**config.mk**
```make
export PLATFORM = sky130hd
export DESIGN_NAME = lcd_top
export DESIGN_NICKNAME = d
export VERILOG_FILES = /design/src/rtl/lcd_pkg.sv /design/src/rtl/char_fifo.sv /design/src/rtl/text_writer.sv /design/src/rtl/lcd_bus_ctrl.sv /design/src/rtl/lcd_top.sv
export SDC_FILE = /design/constraint.sdc
export NUM_CORES = 1
export LEC_CHECK = 0
export ABC_AREA = 1
export BUFFER_PORTS_ARGS = -buffer_cell sky130_fd_sc_hd__buf_4
export CORE_ASPECT_RATIO = 0.75
export CORE_MARGIN = 2
export CORE_UTILIZATION = 45
export DETAILED_ROUTE_END_ITERATION = 16
export GPL_ROUTABILITY_DRIVEN = 0
export PLACE_DENSITY = 0.73
export SYNTH_ARGS = -nofsm -noshare
export SYNTH_HDL_FRONTEND = slang
export SYNTH_HIERARCHICAL = 1
export SYNTH_SLANG_ARGS = --single-unit
```
**constraint.sdc**
```tcl
create_clock -name clk -period 1.8 [get_ports clk]
set_input_delay 0.36 -clock clk [delete_from_list [all_inputs] [get_ports clk]]
set_output_delay 0.36 -clock clk [all_outputs]
set_load 0.05 [all_outputs]
```
**src/rtl/lcd_pkg.sv**
```systemverilog
`default_nettype none

package lcd_pkg;

	localparam int clk_mhz = 25;                       // cycles per microsecond

	// bus timing in clock cycles
	localparam int power_up_cyc    = 500 * clk_mhz;
	localparam int init_strobe_cyc = 10 * clk_mhz;
	localparam int e_setup_cyc     = 1 * clk_mhz;      // e low before the pulse
	localparam int e_high_cyc      = 13 * clk_mhz;
	localparam int xfer_cyc        = 50 * clk_mhz;     // whole transfer
	localparam int clear_cyc       = 2000 * clk_mhz;   // clear and home settle

	// waits after each init strobe
	localparam int init_gaps [4] = '{50 * clk_mhz, 50 * clk_mhz, 200 * clk_mhz, 100 * clk_mhz};

	localparam int cnt_w = $clog2(clear_cyc + 1);      // longest hold fits

	// controller commands
	localparam logic [7:0] cmd_clear     = 8'h01;
	localparam logic [7:0] cmd_set_ddram = 8'h80;
	localparam logic [7:0] row_base [2]  = '{8'h00, 8'h40};

	// host control characters
	localparam logic [7:0] chr_newline  = 8'h0a;
	localparam logic [7:0] chr_formfeed = 8'h0c;

	// panel geometry
	localparam int lcd_cols = 16;
	localparam int lcd_rows = 2;
	localparam int col_w    = $clog2(lcd_cols);
	localparam int row_w    = $clog2(lcd_rows);

	// host queue
	localparam int fifo_depth = 8;
	localparam int fifo_ptr_w = $clog2(fifo_depth);

endpackage

`default_nettype wire

```
**src/rtl/char_fifo.sv**
```systemverilog
`timescale 1ns/1ns
`default_nettype none

module char_fifo import lcd_pkg::*; (
	input  logic       clk,
	input  logic       arst_n,
	input  logic       push,
	input  logic [7:0] wr_data,
	input  logic       pop,
	output logic [7:0] rd_data,
	output logic       empty,
	output logic       full
);

	logic [7:0]            mem [fifo_depth];
	logic [fifo_ptr_w-1:0] wr_ptr;
	logic [fifo_ptr_w-1:0] rd_ptr;
	logic [fifo_ptr_w:0]   count;       // occupancy
	logic                  wr_en;
	logic                  rd_en;

	assign wr_en   = push && !full;
	assign rd_en   = pop && !empty;
	assign rd_data = mem[rd_ptr];       // head shown without a read cycle
	assign empty   = (count == '0);
	assign full    = (count == (fifo_ptr_w + 1)'(fifo_depth));

	always_ff @(posedge clk) begin
		if (wr_en)
			mem[wr_ptr] <= wr_data;
	end

	always_ff @(posedge clk or negedge arst_n) begin
		if (!arst_n) begin
			wr_ptr <= '0;
			rd_ptr <= '0;
			count  <= '0;
		end else begin
			if (wr_en)
				wr_ptr <= wr_ptr + 1'b1;    // depth is a power of two, wraps
			if (rd_en)
				rd_ptr <= rd_ptr + 1'b1;
			case ({wr_en, rd_en})
				2'b10:   count <= count + 1'b1;
				2'b01:   count <= count - 1'b1;
				default: count <= count;    // both or neither
			endcase
		end
	end

	// host must respect char_full
	a_no_push_full: assert property (@(posedge clk) disable iff (!arst_n)
		push |-> !full)
		else $error("char_fifo: push while full");

	// writer only pops a present entry
	a_no_pop_empty: assert property (@(posedge clk) disable iff (!arst_n)
		pop |-> !empty)
		else $error("char_fifo: pop while empty");

endmodule

`default_nettype wire

```
**src/rtl/text_writer.sv**
```systemverilog
`timescale 1ns/1ns
`default_nettype none

module text_writer import lcd_pkg::*; (
	input  logic       clk,
	input  logic       arst_n,
	input  logic [7:0] rd_data,
	input  logic       empty,
	input  logic       busy,
	output logic       pop,
	output logic       req,
	output logic [9:0] cmd
);

	typedef enum logic [1:0] {
		st_fetch,
		st_decode,
		st_gap
	} state_t;

	state_t           state;
	logic [7:0]       ch;           // character in flight
	logic [col_w-1:0] col;
	logic [row_w-1:0] row;
	logic             need_addr;    // panel address must be set again
	logic             char_left;    // data write still owed
	logic [row_w-1:0] row_next;
	logic [7:0]       ddram_addr;

	assign row_next   = (row == row_w'(lcd_rows - 1)) ? '0 : row + 1'b1;
	assign ddram_addr = row_base[row] + 8'(col);

	always_ff @(posedge clk or negedge arst_n) begin
		if (!arst_n) begin
			state     <= st_fetch;
			pop       <= 1'b0;
			req       <= 1'b0;
			cmd       <= '0;
			ch        <= '0;
			col       <= '0;
			row       <= '0;
			need_addr <= 1'b1;
			char_left <= 1'b0;
		end else begin
			pop <= 1'b0;    // strobes last one cycle
			req <= 1'b0;
			case (state)
				st_fetch: begin
					if (!empty) begin
						pop   <= 1'b1;
						ch    <= rd_data;
						state <= st_decode;
					end
				end
				st_decode: begin
					if (ch == chr_newline) begin    // no bus traffic
						col       <= '0;
						row       <= row_next;
						need_addr <= 1'b1;
						state     <= st_fetch;
					end else if (!busy) begin
						req   <= 1'b1;
						state <= st_gap;
						if (ch == chr_formfeed) begin
							cmd       <= {2'b00, cmd_clear};
							col       <= '0;
							row       <= '0;
							need_addr <= 1'b1;
							char_left <= 1'b0;
						end else if (need_addr) begin
							cmd       <= {2'b00, cmd_set_ddram | ddram_addr};
							need_addr <= 1'b0;
							char_left <= 1'b1;    // come back for the data write
						end else begin
							cmd       <= {2'b10, ch};    // rs 1, rw 0
							char_left <= 1'b0;
							if (col == col_w'(lcd_cols - 1)) begin
								col       <= '0;    // wrap onto next row
								row       <= row_next;
								need_addr <= 1'b1;
							end else begin
								col <= col + 1'b1;
							end
						end
					end
				end
				// busy is not valid yet on the cycle after req
				st_gap: state <= char_left ? st_decode : st_fetch;
				default: state <= st_fetch;
			endcase
		end
	end

endmodule

`default_nettype wire

```
**src/rtl/lcd_bus_ctrl.sv**
```systemverilog
`timescale 1ns/1ns
`default_nettype none

module lcd_bus_ctrl import lcd_pkg::*; (
	input  logic       clk,
	input  logic       arst_n,
	input  logic [6:0] init_cfg,    // lines, font, disp, cursor, blink, inc, shift
	input  logic       req,
	input  logic [9:0] cmd,         // rs, rw, data
	output logic       e,
	output logic       rs,
	output logic       rw,
	output logic [7:0] lcd_data,
	output logic       busy
);

	typedef enum logic [1:0] {
		st_power,
		st_init,
		st_idle,
		st_xfer
	} state_t;

	state_t           state;
	logic [cnt_w-1:0] cnt;
	logic [1:0]       step;         // init command index
	logic             long_cmd;     // clear or home in progress
	logic [cnt_w-1:0] hold_last;

	function automatic logic [7:0] init_cmd(input logic [1:0] idx, input logic [6:0] cfg);
		logic [7:0] c;
		case (idx)
			2'd0:    c = {4'b0011, cfg[6], cfg[5], 2'b00};    // function set
			2'd1:    c = {5'b00001, cfg[4:2]};                // display control
			2'd2:    c = cmd_clear;
			default: c = {6'b000001, cfg[1:0]};               // entry mode
		endcase
		return c;
	endfunction

	assign long_cmd  = !rs && (lcd_data[7:2] == 6'd0) && (lcd_data[1:0] != 2'd0);
	assign hold_last = long_cmd ? cnt_w'(clear_cyc - 1) : cnt_w'(xfer_cyc - 1);

	always_ff @(posedge clk or negedge arst_n) begin
		if (!arst_n) begin
			state    <= st_power;
			cnt      <= '0;
			step     <= '0;
			e        <= 1'b0;
			rs       <= 1'b0;
			rw       <= 1'b0;
			lcd_data <= '0;
			busy     <= 1'b1;    // panel not ready until init is done
		end else begin
			case (state)
				st_power: begin
					if (cnt == cnt_w'(power_up_cyc - 1)) begin
						cnt      <= '0;
						step     <= 2'd0;
						e        <= 1'b1;
						lcd_data <= init_cmd(2'd0, init_cfg);
						state    <= st_init;
					end else begin
						cnt <= cnt + 1'b1;
					end
				end
				st_init: begin
					if (e) begin    // strobe phase
						if (cnt == cnt_w'(init_strobe_cyc - 1)) begin
							cnt      <= '0;
							e        <= 1'b0;
							lcd_data <= '0;
						end else begin
							cnt <= cnt + 1'b1;
						end
					end else if (cnt == cnt_w'(init_gaps[step] - 1)) begin
						cnt <= '0;
						if (step == 2'd3) begin
							busy  <= 1'b0;
							state <= st_idle;
						end else begin
							step     <= step + 1'b1;
							e        <= 1'b1;
							lcd_data <= init_cmd(step + 2'd1, init_cfg);
						end
					end else begin
						cnt <= cnt + 1'b1;
					end
				end
				st_idle: begin
					if (req) begin    // no idle check, writer guarantees it
						rs       <= cmd[9];
						rw       <= cmd[8];
						lcd_data <= cmd[7:0];
						busy     <= 1'b1;
						cnt      <= '0;
						state    <= st_xfer;
					end
				end
				st_xfer: begin
					if (cnt == cnt_w'(e_setup_cyc - 1))
						e <= 1'b1;
					else if (cnt == cnt_w'(e_setup_cyc + e_high_cyc - 1))
						e <= 1'b0;
					if (cnt == hold_last) begin
						cnt      <= '0;
						busy     <= 1'b0;
						rs       <= 1'b0;    // bus parks at zero between transfers
						rw       <= 1'b0;
						lcd_data <= '0;
						state    <= st_idle;
					end else begin
						cnt <= cnt + 1'b1;
					end
				end
				default: state <= st_power;
			endcase
		end
	end

	// writer must wait for busy to drop
	a_req_idle: assert property (@(posedge clk) disable iff (!arst_n)
		req |-> !busy)
		else $error("lcd_bus_ctrl: req while busy");

	// panel latches on the falling edge, bus must hold through the pulse
	a_bus_stable: assert property (@(posedge clk) disable iff (!arst_n)
		e && $past(e) |-> $stable({rs, rw, lcd_data}))
		else $error("lcd_bus_ctrl: bus changed while e high");

endmodule

`default_nettype wire

```
**src/rtl/lcd_top.sv**
```systemverilog
`timescale 1ns/1ns
`default_nettype none

module lcd_top (
	input  logic       clk,
	input  logic       arst_n,
	input  logic       char_push,
	input  logic [7:0] char_code,
	input  logic [6:0] init_cfg,
	output logic       char_full,
	output logic       lcd_e,
	output logic       lcd_rs,
	output logic       lcd_rw,
	output logic [7:0] lcd_data
);

	logic [7:0] fifo_data;    // queue head
	logic       fifo_empty;
	logic       fifo_pop;
	logic       bus_req;
	logic [9:0] bus_cmd;      // rs, rw, data
	logic       bus_busy;

	char_fifo u_fifo (
		.clk(clk), .arst_n(arst_n),
		.push(char_push), .wr_data(char_code), .pop(fifo_pop),
		.rd_data(fifo_data), .empty(fifo_empty), .full(char_full)
	);

	text_writer u_writer (
		.clk(clk), .arst_n(arst_n),
		.rd_data(fifo_data), .empty(fifo_empty), .busy(bus_busy),
		.pop(fifo_pop), .req(bus_req), .cmd(bus_cmd)
	);

	lcd_bus_ctrl u_bus (
		.clk(clk), .arst_n(arst_n),
		.init_cfg(init_cfg), .req(bus_req), .cmd(bus_cmd),
		.e(lcd_e), .rs(lcd_rs), .rw(lcd_rw), .lcd_data(lcd_data), .busy(bus_busy)
	);

endmodule

`default_nettype wire

```
[After elaboration in Yosys (flattened, before gate mapping)]
Memories as Yosys holds them, arrays and structs flattened. A register that Yosys moved wholly into a read port is not among the register bits.
Cells that the tools add are included.
Storage, ports and cells
  memories kept: 1
  register bits: 63
  RAM bits: 64
  bits in latches: 0
  word-level logic and storage cells: 190
  bits in read-only memories: 0
  bits of input ports: 18
  output and inout port bits: 12
Memory list
  u_fifo.mem: depth 8, bits a word 8, rd ports 1, clocked after Yosys merged registers in 1, wr ports 1, RTL line char_fifo.sv:15  | logic [7:0] mem [fifo_depth];
Operators by class
  bitwise operators: 5
  add/sub/neg operators: 10
  div/mod/pow operators: 0
  mux-type cells: 86
  $lt $le $gt $ge: 2
  shift operators: 0
  $mul: 0
  eq/ne operators: 35
  reductions and logical operators: 32
Operator list (count)
  16-bit two-way mux: 9
  32-bit binary-select mux with 2-bit select: 1
  16-bit case mux with 4 select lines: 1
  8-bit two-way mux: 7
  1-bit two-way mux: 35
  16-bit equality test: 2
  8-bit case mux with 4 select lines: 1
  2-bit two-way mux: 13
  7-bit two-way mux: 3
  10-bit two-way mux: 2
  4-bit two-way mux: 5
  6-bit case mux with 3 select lines: 1
  6-bit AND reduction: 3
  16-bit by 1-bit adder with 16-bit output, second input constant: 1
  16-bit by 14-bit equality test with 1-bit output, second input constant: 1
  16-bit by 5-bit equality test with 1-bit output, second input constant: 1
  16-bit by 8-bit equality test with 1-bit output, second input constant: 1
  16-bit by 9-bit equality test with 1-bit output, second input constant: 1
  8-bit by 4-bit equality test with 1-bit output, second input constant: 2
  16-bit by 2-bit subtractor with 16-bit output, second input constant: 1
  2-bit equality test, second input constant: 6
  3-bit AND reduction: 4
  2-bit != test, second input constant: 5
  3-bit != test, second input constant: 3
  other kinds (32): 61

[Logic depth before layout (Yosys ltp)]
Gate-level depths: netlist of run 1.
  depth in word-level cells: 9
  gate-level depth with buffers: 15
  mapped depth without buffers: 14

[Cells and area by module]
The synthesis of run 1 kept the hierarchy.
Modules (own cells, without submodules)
  char_fifo: instances 1, cells each 357, seq. area each 2172.1 um2, area each 3402.0 um2
  lcd_bus_ctrl: instances 1, cells each 363, seq. area each 802.0 um2, area each 2458.6 um2
  text_writer: instances 1, cells each 186, seq. area each 701.9 um2, area each 1407.6 um2

[Worst setup path after synthesis of run 1]
No wires, ideal clock.
  path type: flip-flop to flip-flop
  from: register u_fifo.count[0]
  to: register u_fifo.count[3]
  buffers on the path: 0
  library setup time: 0.117 ns
  required time: 1.683 ns
  stages on the path, launching flop included: 12
  period minus slack after synthesis: 1.952 ns
  arrival time: 1.835 ns
  setup slack: -0.152 ns
  cell sequence: dfrtp_1 nor2_1 nand3_1 nand2_1 inv_1 ha_1 ha_1 or2_2 nand2_1 nand2_1 nand3_1 nand2_1
On the way
  word-level cells in the longest chain between the ends: 5
  elaborated cells on any way between the ends: 12
  classes of those cells: add/sub: 2; eq/ne: 3; mux: 1; reduce/logical: 6
Ends and longest elaborated chain
  start, declared: RTL line char_fifo.sv:18  | logic [fifo_ptr_w:0] count;
  start signal, assigned: RTL line char_fifo.sv:44  | 2'b10: count <= count + 1'b1;
  start signal, assigned: RTL line char_fifo.sv:45  | 2'b01: count <= count - 1'b1;
  start signal, assigned: RTL line char_fifo.sv:46  | default: count <= count;
  4-bit logical NOT (*): RTL line char_fifo.sv:25  | assign empty = (count == '0);
  1-bit logical NOT (*)
  1-bit logical AND (*): RTL line char_fifo.sv:23  | assign rd_en = pop && !empty;
  named net u_fifo.rd_en: RTL line char_fifo.sv:20  | logic rd_en;
  2-bit by 1-bit equality test with 1-bit output or 2-bit equality test (tied branches): RTL line char_fifo.sv:43  | case ({wr_en, rd_en})
  4-bit case mux with 2 select lines or 2-bit nonzero test (tied branches)
The timed path passes the listed nets; every way through them passes the cells marked *.
A chain may end at the register's enable or synchronous reset.

[Worst setup path after layout of run 1]
  from: register u_bus.step[1]
  to: register u_bus.lcd_data[6]
On the way
  word-level cells in the longest chain between the ends: 8
  elaborated cells on any way between the ends: 10
  classes of those cells: add/sub: 1; eq/ne: 4; mux: 3; bitwise: 1; reduce/logical: 1
Ends and longest elaborated chain
  start, declared: RTL line lcd_bus_ctrl.sv:26  | logic [1:0] step;
  start signal, assigned: RTL line lcd_bus_ctrl.sv:82  | step <= step + 1'b1;
  2-bit NOT with 3-bit output (not written as such): RTL line lcd_bus_ctrl.sv:76  | end else if (cnt == cnt_w'(init_gaps[step] - 1)) begin
  32-bit binary-select mux with 2-bit select: RTL line lcd_bus_ctrl.sv:76
  16-bit two-way mux (not written as such) (2 in a row): RTL line lcd_bus_ctrl.sv:76
  16-bit by 2-bit subtractor with 16-bit output: RTL line lcd_bus_ctrl.sv:76
  16-bit equality test: RTL line lcd_bus_ctrl.sv:76
  3-bit by 1-bit != test with 1-bit output (no line)
  6-bit AND reduction (no line) (*)
  end signal, assigned: RTL line lcd_bus_ctrl.sv:61  | lcd_data <= init_cmd(2'd0, init_cfg);
  end signal, assigned: RTL line lcd_bus_ctrl.sv:84  | lcd_data <= init_cmd(step + 2'd1, init_cfg);
  end signal, assigned: RTL line lcd_bus_ctrl.sv:94  | lcd_data <= cmd[7:0];
  end, declared: RTL line lcd_bus_ctrl.sv:13  | output logic [7:0] lcd_data,
Mark *: on every way between the ends. The rest lies on a longest branch, timed or not. The select of a mux whose other input is x is not followed.

==> results of run 1 <==
==> path summary, 6_finish.rpt <==
| path | from | endpoint | slack (ps) | depth (start not counted) |
|---|---|---|---|---|
| min | char_code[2] | u_fifo/mem[4][2] | 180 | 1 |
| max reg2reg | u_bus/step[1] | u_bus/lcd_data[6] | -100 | 11 |
| max | u_bus/step[1] | u_bus/lcd_data[6] | -100 | 11 |
| min reg2reg | u_writer/cmd[7] | u_writer/cmd[7] | 490 | 2 |
| min in group asynchronous | arst_n | u_bus/cnt[14] | 390 | 2 |
| max in group asynchronous | arst_n | u_bus/busy | 820 | 3 |
==> critical path, cell delays in order, from the launching register on <==
cell	delay, ps
dfrtp_2	470
ha_2	200
a21boi_1	120
nor2_1	120
nand2_2	80
nor2_4	90
buf_6	100
nand2_4	50
a21oi_4	200
nand3_4	170
nand2_2	130
nand2_2	50
==> per-stage QoR <==
| step | power, W | setup TNS, ps |
|---|---|---|
| floorplan | 0.00701 | -9.75 |
| global placement | 0.00782 | -11.5 |
| detailed placement | 0.00792 | -665 |
| CTS | 0.0113 | -362 |
| global route | 0.0122 | -4550 |
| finish | 0.0113 | -662 |
==> sequential cells by signal, indices dropped and copies added (netlist names), 2 cells and up <==
| register | cells |
|---|---|
| u_fifo/rd_ptr | 3 |
| u_bus/state | 2 |
| u_fifo/count | 4 |
| u_bus/step | 2 |
| u_writer/state | 2 |
| u_bus/lcd_data | 8 |
| u_bus/cnt | 16 |
| u_fifo/mem | 64 |
| u_writer/col | 4 |
| u_writer/ch | 8 |
| u_writer/cmd | 9 |
| u_fifo/wr_ptr | 3 |
==> Yosys cell counts (all sizes together), types with 2 or more instances <==
| master | n | area [sq um] |
|---|---|---|
| edfxtp | 64 | 1920 |
| clkinv | 2 | 8.75 |
| nor2 | 130 | 541 |
| o31ai | 2 | 15.0 |
| ha | 14 | 175 |
| xnor2 | 4 | 35.0 |
| nor4 | 2 | 12.5 |
| nand2 | 311 | 1200 |
| buf | 23 | 185 |
| xor2 | 12 | 105 |
| dfrtp | 68 | 1700 |
| inv | 128 | 480 |
| nand3 | 50 | 273 |
| or2 | 3 | 18.8 |
| nor3 | 14 | 70.1 |
| a21oi | 9 | 67.6 |
| nand4 | 20 | 131 |
| clkbuf | 2 | 7.51 |
| dfstp | 2 | 52.6 |
| o21ai | 37 | 189 |
==> routing by layer <==
| metal | vias up | track usage, % |
|---|---|---|
| li1 | 3022 | - |
| met1 | 2721 | 29.1 |
| met2 | 155 | 31.4 |
| met3 | 19 | 5.38 |
| met4 | 0 | 5.55 |
| met5 | - | 0 |
==> layout by cell type (no fill, tap or decap), types with 4 or more instances in the layout <==
master     instances
a21oi_1            7
buf_12             5
buf_4             91
clkbuf_16         17
clkinv_2           4
dfrtp_1           62
dfrtp_2            6
edfxtp_1          64
ha_1               9
ha_4               4
inv_1            100
inv_2             28
nand2_1          288
nand2_2           20
nand3_1           44
nand4_1           19
nor2_1           117
nor2_2             5
nor2_4             8
nor3_1            14
o21ai_0           28
o21ai_1            8
xnor2_1            4
xor2_1            12
==> area by class of cell <==
type | instances | area [sq um]
clock buffer | 18 | 429
multi-input combinational | 617 | 3060
fill | 1458 | 7060
tap | 210 | 263
inverter | 130 | 489
sequential | 134 | 3680
clock inverter | 13 | 124
timing repair buffer | 99 | 816
==> report_power, final <==
group	switching [W]	internal, W	leakage (nW)
registers	0.000470	0.00385	1.45
logic	0.00228	0.00141	2.61
clock network	0.00137	0.00191	0.269
==> repair_timing <==
| action | 4_1_cts | 5_1_grt |
|---|---|---|
| hold buffers | 1 | 0 |
| pin swaps | 14 | 21 |
| endpoints found under the setup margin | 28 | 32 |
| resized for setup | 11 | 25 |
| hold endpoints to repair | 21 | 0 |
| buffers inserted | 1 | 1 |
==> logic make-up after synthesis <==
| logic type | after synthesis |
|---|---|
| adder cells (fa/ha/maj) | 15 |
| AND/OR/NAND/NOR | 530 |
| AO/OA/AOI/OAI | 55 |
| other | 1 |
| XOR/XNOR | 16 |
| buffers and inverters | 155 |
| flip-flops | 134 |
==> run summary, run 1 <==
Layout Utilization - 55.7%
DRC - 0
Chip Width - 151 um
Clock Path Buffers - 2
vias post-DR - 5,917
gr ovfl total - 0
Final ANT Viol Nets - 0
Ports - 30
initial antenna violation count - 0
Synth Cell Area - 0.00727 sq mm
post-synthesis register bit count - 134
min-delay worst type - input port to flop
largest net degree at the start of global routing - 35
Final period util - 106%
DP Area - 0.00816 sq mm
die height - 114 um
Initial Utilization - 45.7%
top_reg_cell synth - dfrtp_1
wire length on met3 - 1.09 mm
Leak - 4.33 nW
pre-CTS WS - -80.1 ps
Core Box Area - 0.0159 sq mm
Area Growth Syn to Fin - 21.9%
post-synthesis adder-cell area fraction - 2.69%
CP Capture Type - flop
Final Hold Vio Count - 0
global-route wire length before repair - 27.8 mm
failing checks - setup timing
Fmax - 0.526 GHz
htree depth - 4
asr flop ratio synth - 52.2%
CP Max Fanout - 8
Final nets - 1,032
Hold Slack - 181 ps
Detailed Route Iter0 Violations - 349
Worst Path Arrival - 2210 ps
Syn. warnings - 6
post-route minimum period - 1900 ps
Clock transition at path regs - 60 ps
vias per std cell - 4.85
CP Launch Type - flop
CTS tree - done
GRT Resource Usage Total - 20.5%
CTS Buf Count - 17
fraction of layout cells with a size suffix above 1 - 21.7%
hpwl dp - 11.1 mm
Synth Area in Compound Gates - 4.44%
Seq/Total Area, Yosys - 50.6%
peak supply drop - 1.20 mV
syn nets - 939
Cell variety after synth - 44
Setup Crit Path Kind - flop to flop
Post-synth EDFFs - 64
row cnt - 40
DRT Pass-1 Iters - 5
routed len/inst - 13.2 um
non-filler cells, final - 1,221
vias in the first global route - 5,708
Post-Route WL - 16.2 mm
Syn Inst Count - 906
IO Port Bufs - 29
setup slack after layout - -102 ps
xor and xnor area share after synthesis - 1.93%
diode count - 0
P per Cell Area - 1270 mW/mm^2
RSZ-0062 raised after global routing - true
post-placement cell count - 1,187
multiplexer share of the synthesized area - 0%
final instance area - 0.00886 sq mm
DR WL met2 - 7.29 mm
largest family of logic cells by synthesized area - simple AND/OR/NAND/NOR gates
Req. time, crit path - 2110 ps
wl on met1 - 7.55 mm
clk_lat worst skew - 420 ps
status - finished with violations
Max-cap violations - 0
syn avg cell area - 8.02 sq um
clk_skew - 11.3 ps
Top Metal Used - met4
Clock Tree Root - clkbuf_16
Clock Sinks - 134
Simple-Gate Fraction of Synth Area - 30.9%
Final setup viols - 9
die footprint - 0.0172 sq mm
Final Max Slew Viols - 0
(Power assumes the default switching activity.)
==> run 2: changes to the inputs <==
--- a/config.mk
+++ b/config.mk
@@ -12,7 +12,7 @@
 export CORE_UTILIZATION = 45
 export DETAILED_ROUTE_END_ITERATION = 16
 export GPL_ROUTABILITY_DRIVEN = 0
-export PLACE_DENSITY = 0.73
+export PLACE_DENSITY = 0.7
 export SYNTH_ARGS = -nofsm -noshare
 export SYNTH_HDL_FRONTEND = slang
 export SYNTH_HIERARCHICAL = 1
==> constraint.sdc (replaced) <==
create_clock -name clk -period 2 [get_ports clk]
set_input_delay 0.4 -clock clk [delete_from_list [all_inputs] [get_ports clk]]
set_output_delay 0.4 -clock clk [all_outputs]
set_load 0.05 [all_outputs]
==> run 2 against run 1 <==
Effect of this change:
- the run now ends clean
- setup slack better by 200 ps
- die area unchanged
- non-clock buffer count down 27
- sequential share of layout area up 1.5 points
- first-iteration DRC count up 29%
- clock power down 11%
- sequential cell count unchanged
- global-route usage down 0.73 points
- cell count down 2.1%
- count of clock-buffer cells in the layout down 1
- fmax up 0.25%
- critical path type unchanged
==> run summary, run 2 (synthesis results as in run 1) <==
Layout Utilization - 53.7% (-1.9 points)
Chip Width - 151 um (unchanged)
Final period util - 94.9% (-11 points)
diode count - 0 (unchanged)
fraction of layout cells with a size suffix above 1 - 18.3% (-3.4 points)
wire length on met3 - 832 um (-23%)
htree depth - 4 (unchanged)
Clock Path Buffers - 2 (unchanged)
CP Max Fanout - 8 (unchanged)
Buf/Inv on CP - 1 (unchanged)
fillers - 1,494 (+2.5%)
HP Start - char_code[0]
setup slack, reg-to-reg - 100 ps (+200 ps)
Clock Tree Root - clkbuf_16
Detailed Route Iter0 Violations - 451 (+29%)
Hold Slack - 218 ps (+37.8 ps)
global-route wire length before repair - 26.5 mm (-4.7%)
worst hold stages - 1 (unchanged)
Final setup viols - 0 (-9)
wl on met1 - 7.84 mm (+3.8%)
Top delay family on crit path - simple AND/OR/NAND/NOR gates
CP Capture Type - flop
gr ovfl total - 0 (unchanged)
CTS tree - done
biggest cell delay along the critical path - 390 ps (-80 ps)
Initial Utilization - 45.7% (unchanged)
Clock Sinks - 134 (unchanged)
largest net degree at the start of global routing - 67 (+91%)
Area Growth Syn to Fin - 17.6%
vias in the first global route - 5,372 (-5.9%)
P per Cell Area - 1170 mW/mm^2 (-8.5%)
Leak - 4.15 nW (-4.0%)
GRT Resource Usage Total - 19.8% (-0.73 points)
Worst Hold End - u_fifo/mem[1][0]
vias per std cell - 4.86 (+0.21%)
clk_skew - 11.6 ps (+0.303 ps)
Top Metal Used - met4
setup TNS - 0 ps (+662 ps)
Final nets - 1,006 (-2.5%)
DRT Pass-1 Iters - 5 (unchanged)
Crit Reg-Reg Startpoint - u_bus/step[0]
Max-cap violations - 0 (unchanged)
commonest cells after routing, fill and taps aside - 296 x nand2_1, 115 x nor2_1, 101 x inv_1
top flop regs - u_fifo/mem (64), u_bus/cnt (16), u_writer/cmd (9)
Ports - 30 (unchanged)
vias post-DR - 5,803 (-1.9%)
Post-Route WL - 15.8 mm (-2.2%)
Most flops, register - u_fifo/mem
slowest CP cell - dfrtp_1
crit-path cells - inv_2 -> ha_1 -> a21boi_0 -> nor2_1 -> nand2_1 -> nor2_2 -> nand2_2 -> a21oi_4 -> nand3_4 -> nand2_2 -> nand2_1
Reg2Reg Capture Point - u_bus/lcd_data[0]
min-delay worst type - input port to flop
die height - 114 um (unchanged)
routed len/inst - 13.2 um (-0.11%)
Req. time, crit path - 2300 ps (+190 ps)
max reg flops - 64 (unchanged)
post-route minimum period - 1900 ps (-4.69 ps)
leading cell type in the layout, fill and taps excluded - nand2_1
FF-to-FF path depth - 11 (unchanged)
hpwl dp - 10.9 mm (-2.3%)
CTS Buf Count - 17 (unchanged)
Worst Path Arrival - 2200 ps (about the same)
peak supply drop - 0.898 mV (-25%)
Final Max Slew Viols - 0 (unchanged)
die footprint - 0.0172 sq mm (unchanged)
Setup Crit Path Kind - flop to flop
row cnt - 40 (unchanged)
status - finished, final reports clean
Fmax - 0.527 GHz (+0.25%)
initial antenna violation count - 0 (unchanged)
DR WL met2 - 6.94 mm (-4.7%)
Core Box Area - 0.0159 sq mm (unchanged)
clk_lat worst skew - 410 ps (about the same)
IO Port Bufs - 29 (unchanged)
DRC - 0 (unchanged)
Final ANT Viol Nets - 0 (unchanged)
Clock transition at path regs - 60 ps (about the same)
Final Hold Vio Count - 0 (unchanged)
CP Launch Type - flop
run 2: changes by cell type in the layout (fill, tap and decap cells not counted), moves of 2 or more:
cell	change
buf_12	-4
buf_4	-22
nand2_1	+8
nand2_2	-7
nand3_1	+3
nand3_4	-2
nand4_4	+2
nor2_1	-2
nor2_2	+5
nor2_4	-3
o21ai_0	+3
o21ai_1	-3
run 2: final cells by class:
class	instances	area [sq um]	share of cell area [%]
timing repair buffer	72	559	6.54
sequential	134	3680	43.1
inverter	130	489	5.72
tap	210	263	3.07
multi-input combinational	618	3000	35.1
clock buffer	17	425	4.98
clock inverter	14	128	1.49
run 2: worst max path at each step:
stage,from,to,slack [ps],cells after the start
floorplan,u_fifo/count[0],u_fifo/count[3],50,11
global placement,u_bus/step[0],u_bus/cnt[15],80,14
detailed placement,u_fifo/count[0],u_fifo/count[3],6,11
CTS,u_bus/step[1],u_bus/cnt[15],10,10
global route,u_bus/step[0],u_bus/lcd_data[0],-10,11
finish,u_bus/step[0],u_bus/lcd_data[0],100,11
run 2: stage by stage:
stage / cell area [sq um] / std cells / total power (W) / worst slack [ps]
final: 8550 / 1195 / 0.00997 / 103
after global routing: 8550 / 1195 / 0.0108 / -14.2
after CTS: 8410 / 1189 / 0.00999 / 13.9
after detailed placement: 7850 / 1157 / 0.00703 / 5.97
after global placement: 7850 / 1157 / 0.00695 / 80.0
after floorplan: 7270 / 906 / 0.00624 / 47.8
run 2: what timing repair did:
action / CTS / global route
hold endpoints to repair: 30 / 0
hold buffers: 1 / 0
setup endpoints to repair: 1 / 23
pin swaps: 0 / 8
resized for setup: 1 / 22
gates cloned: 0 / 1
setup buffers: 0 / 5
run 2: routing by layer:
metal	track usage, %	vias to the layer above
li1	-	2983
met3	5.06	18
met4	5.42	0
met2	29.4	124
met5	0	-
met1	28.8	2678
run 2: power by group:
group          internal, W  switching (W)  total [W]
logic              0.00119        0.00203    0.00322
clock network      0.00171        0.00121    0.00291
registers          0.00347       0.000372    0.00384
total              0.00636        0.00361    0.00997
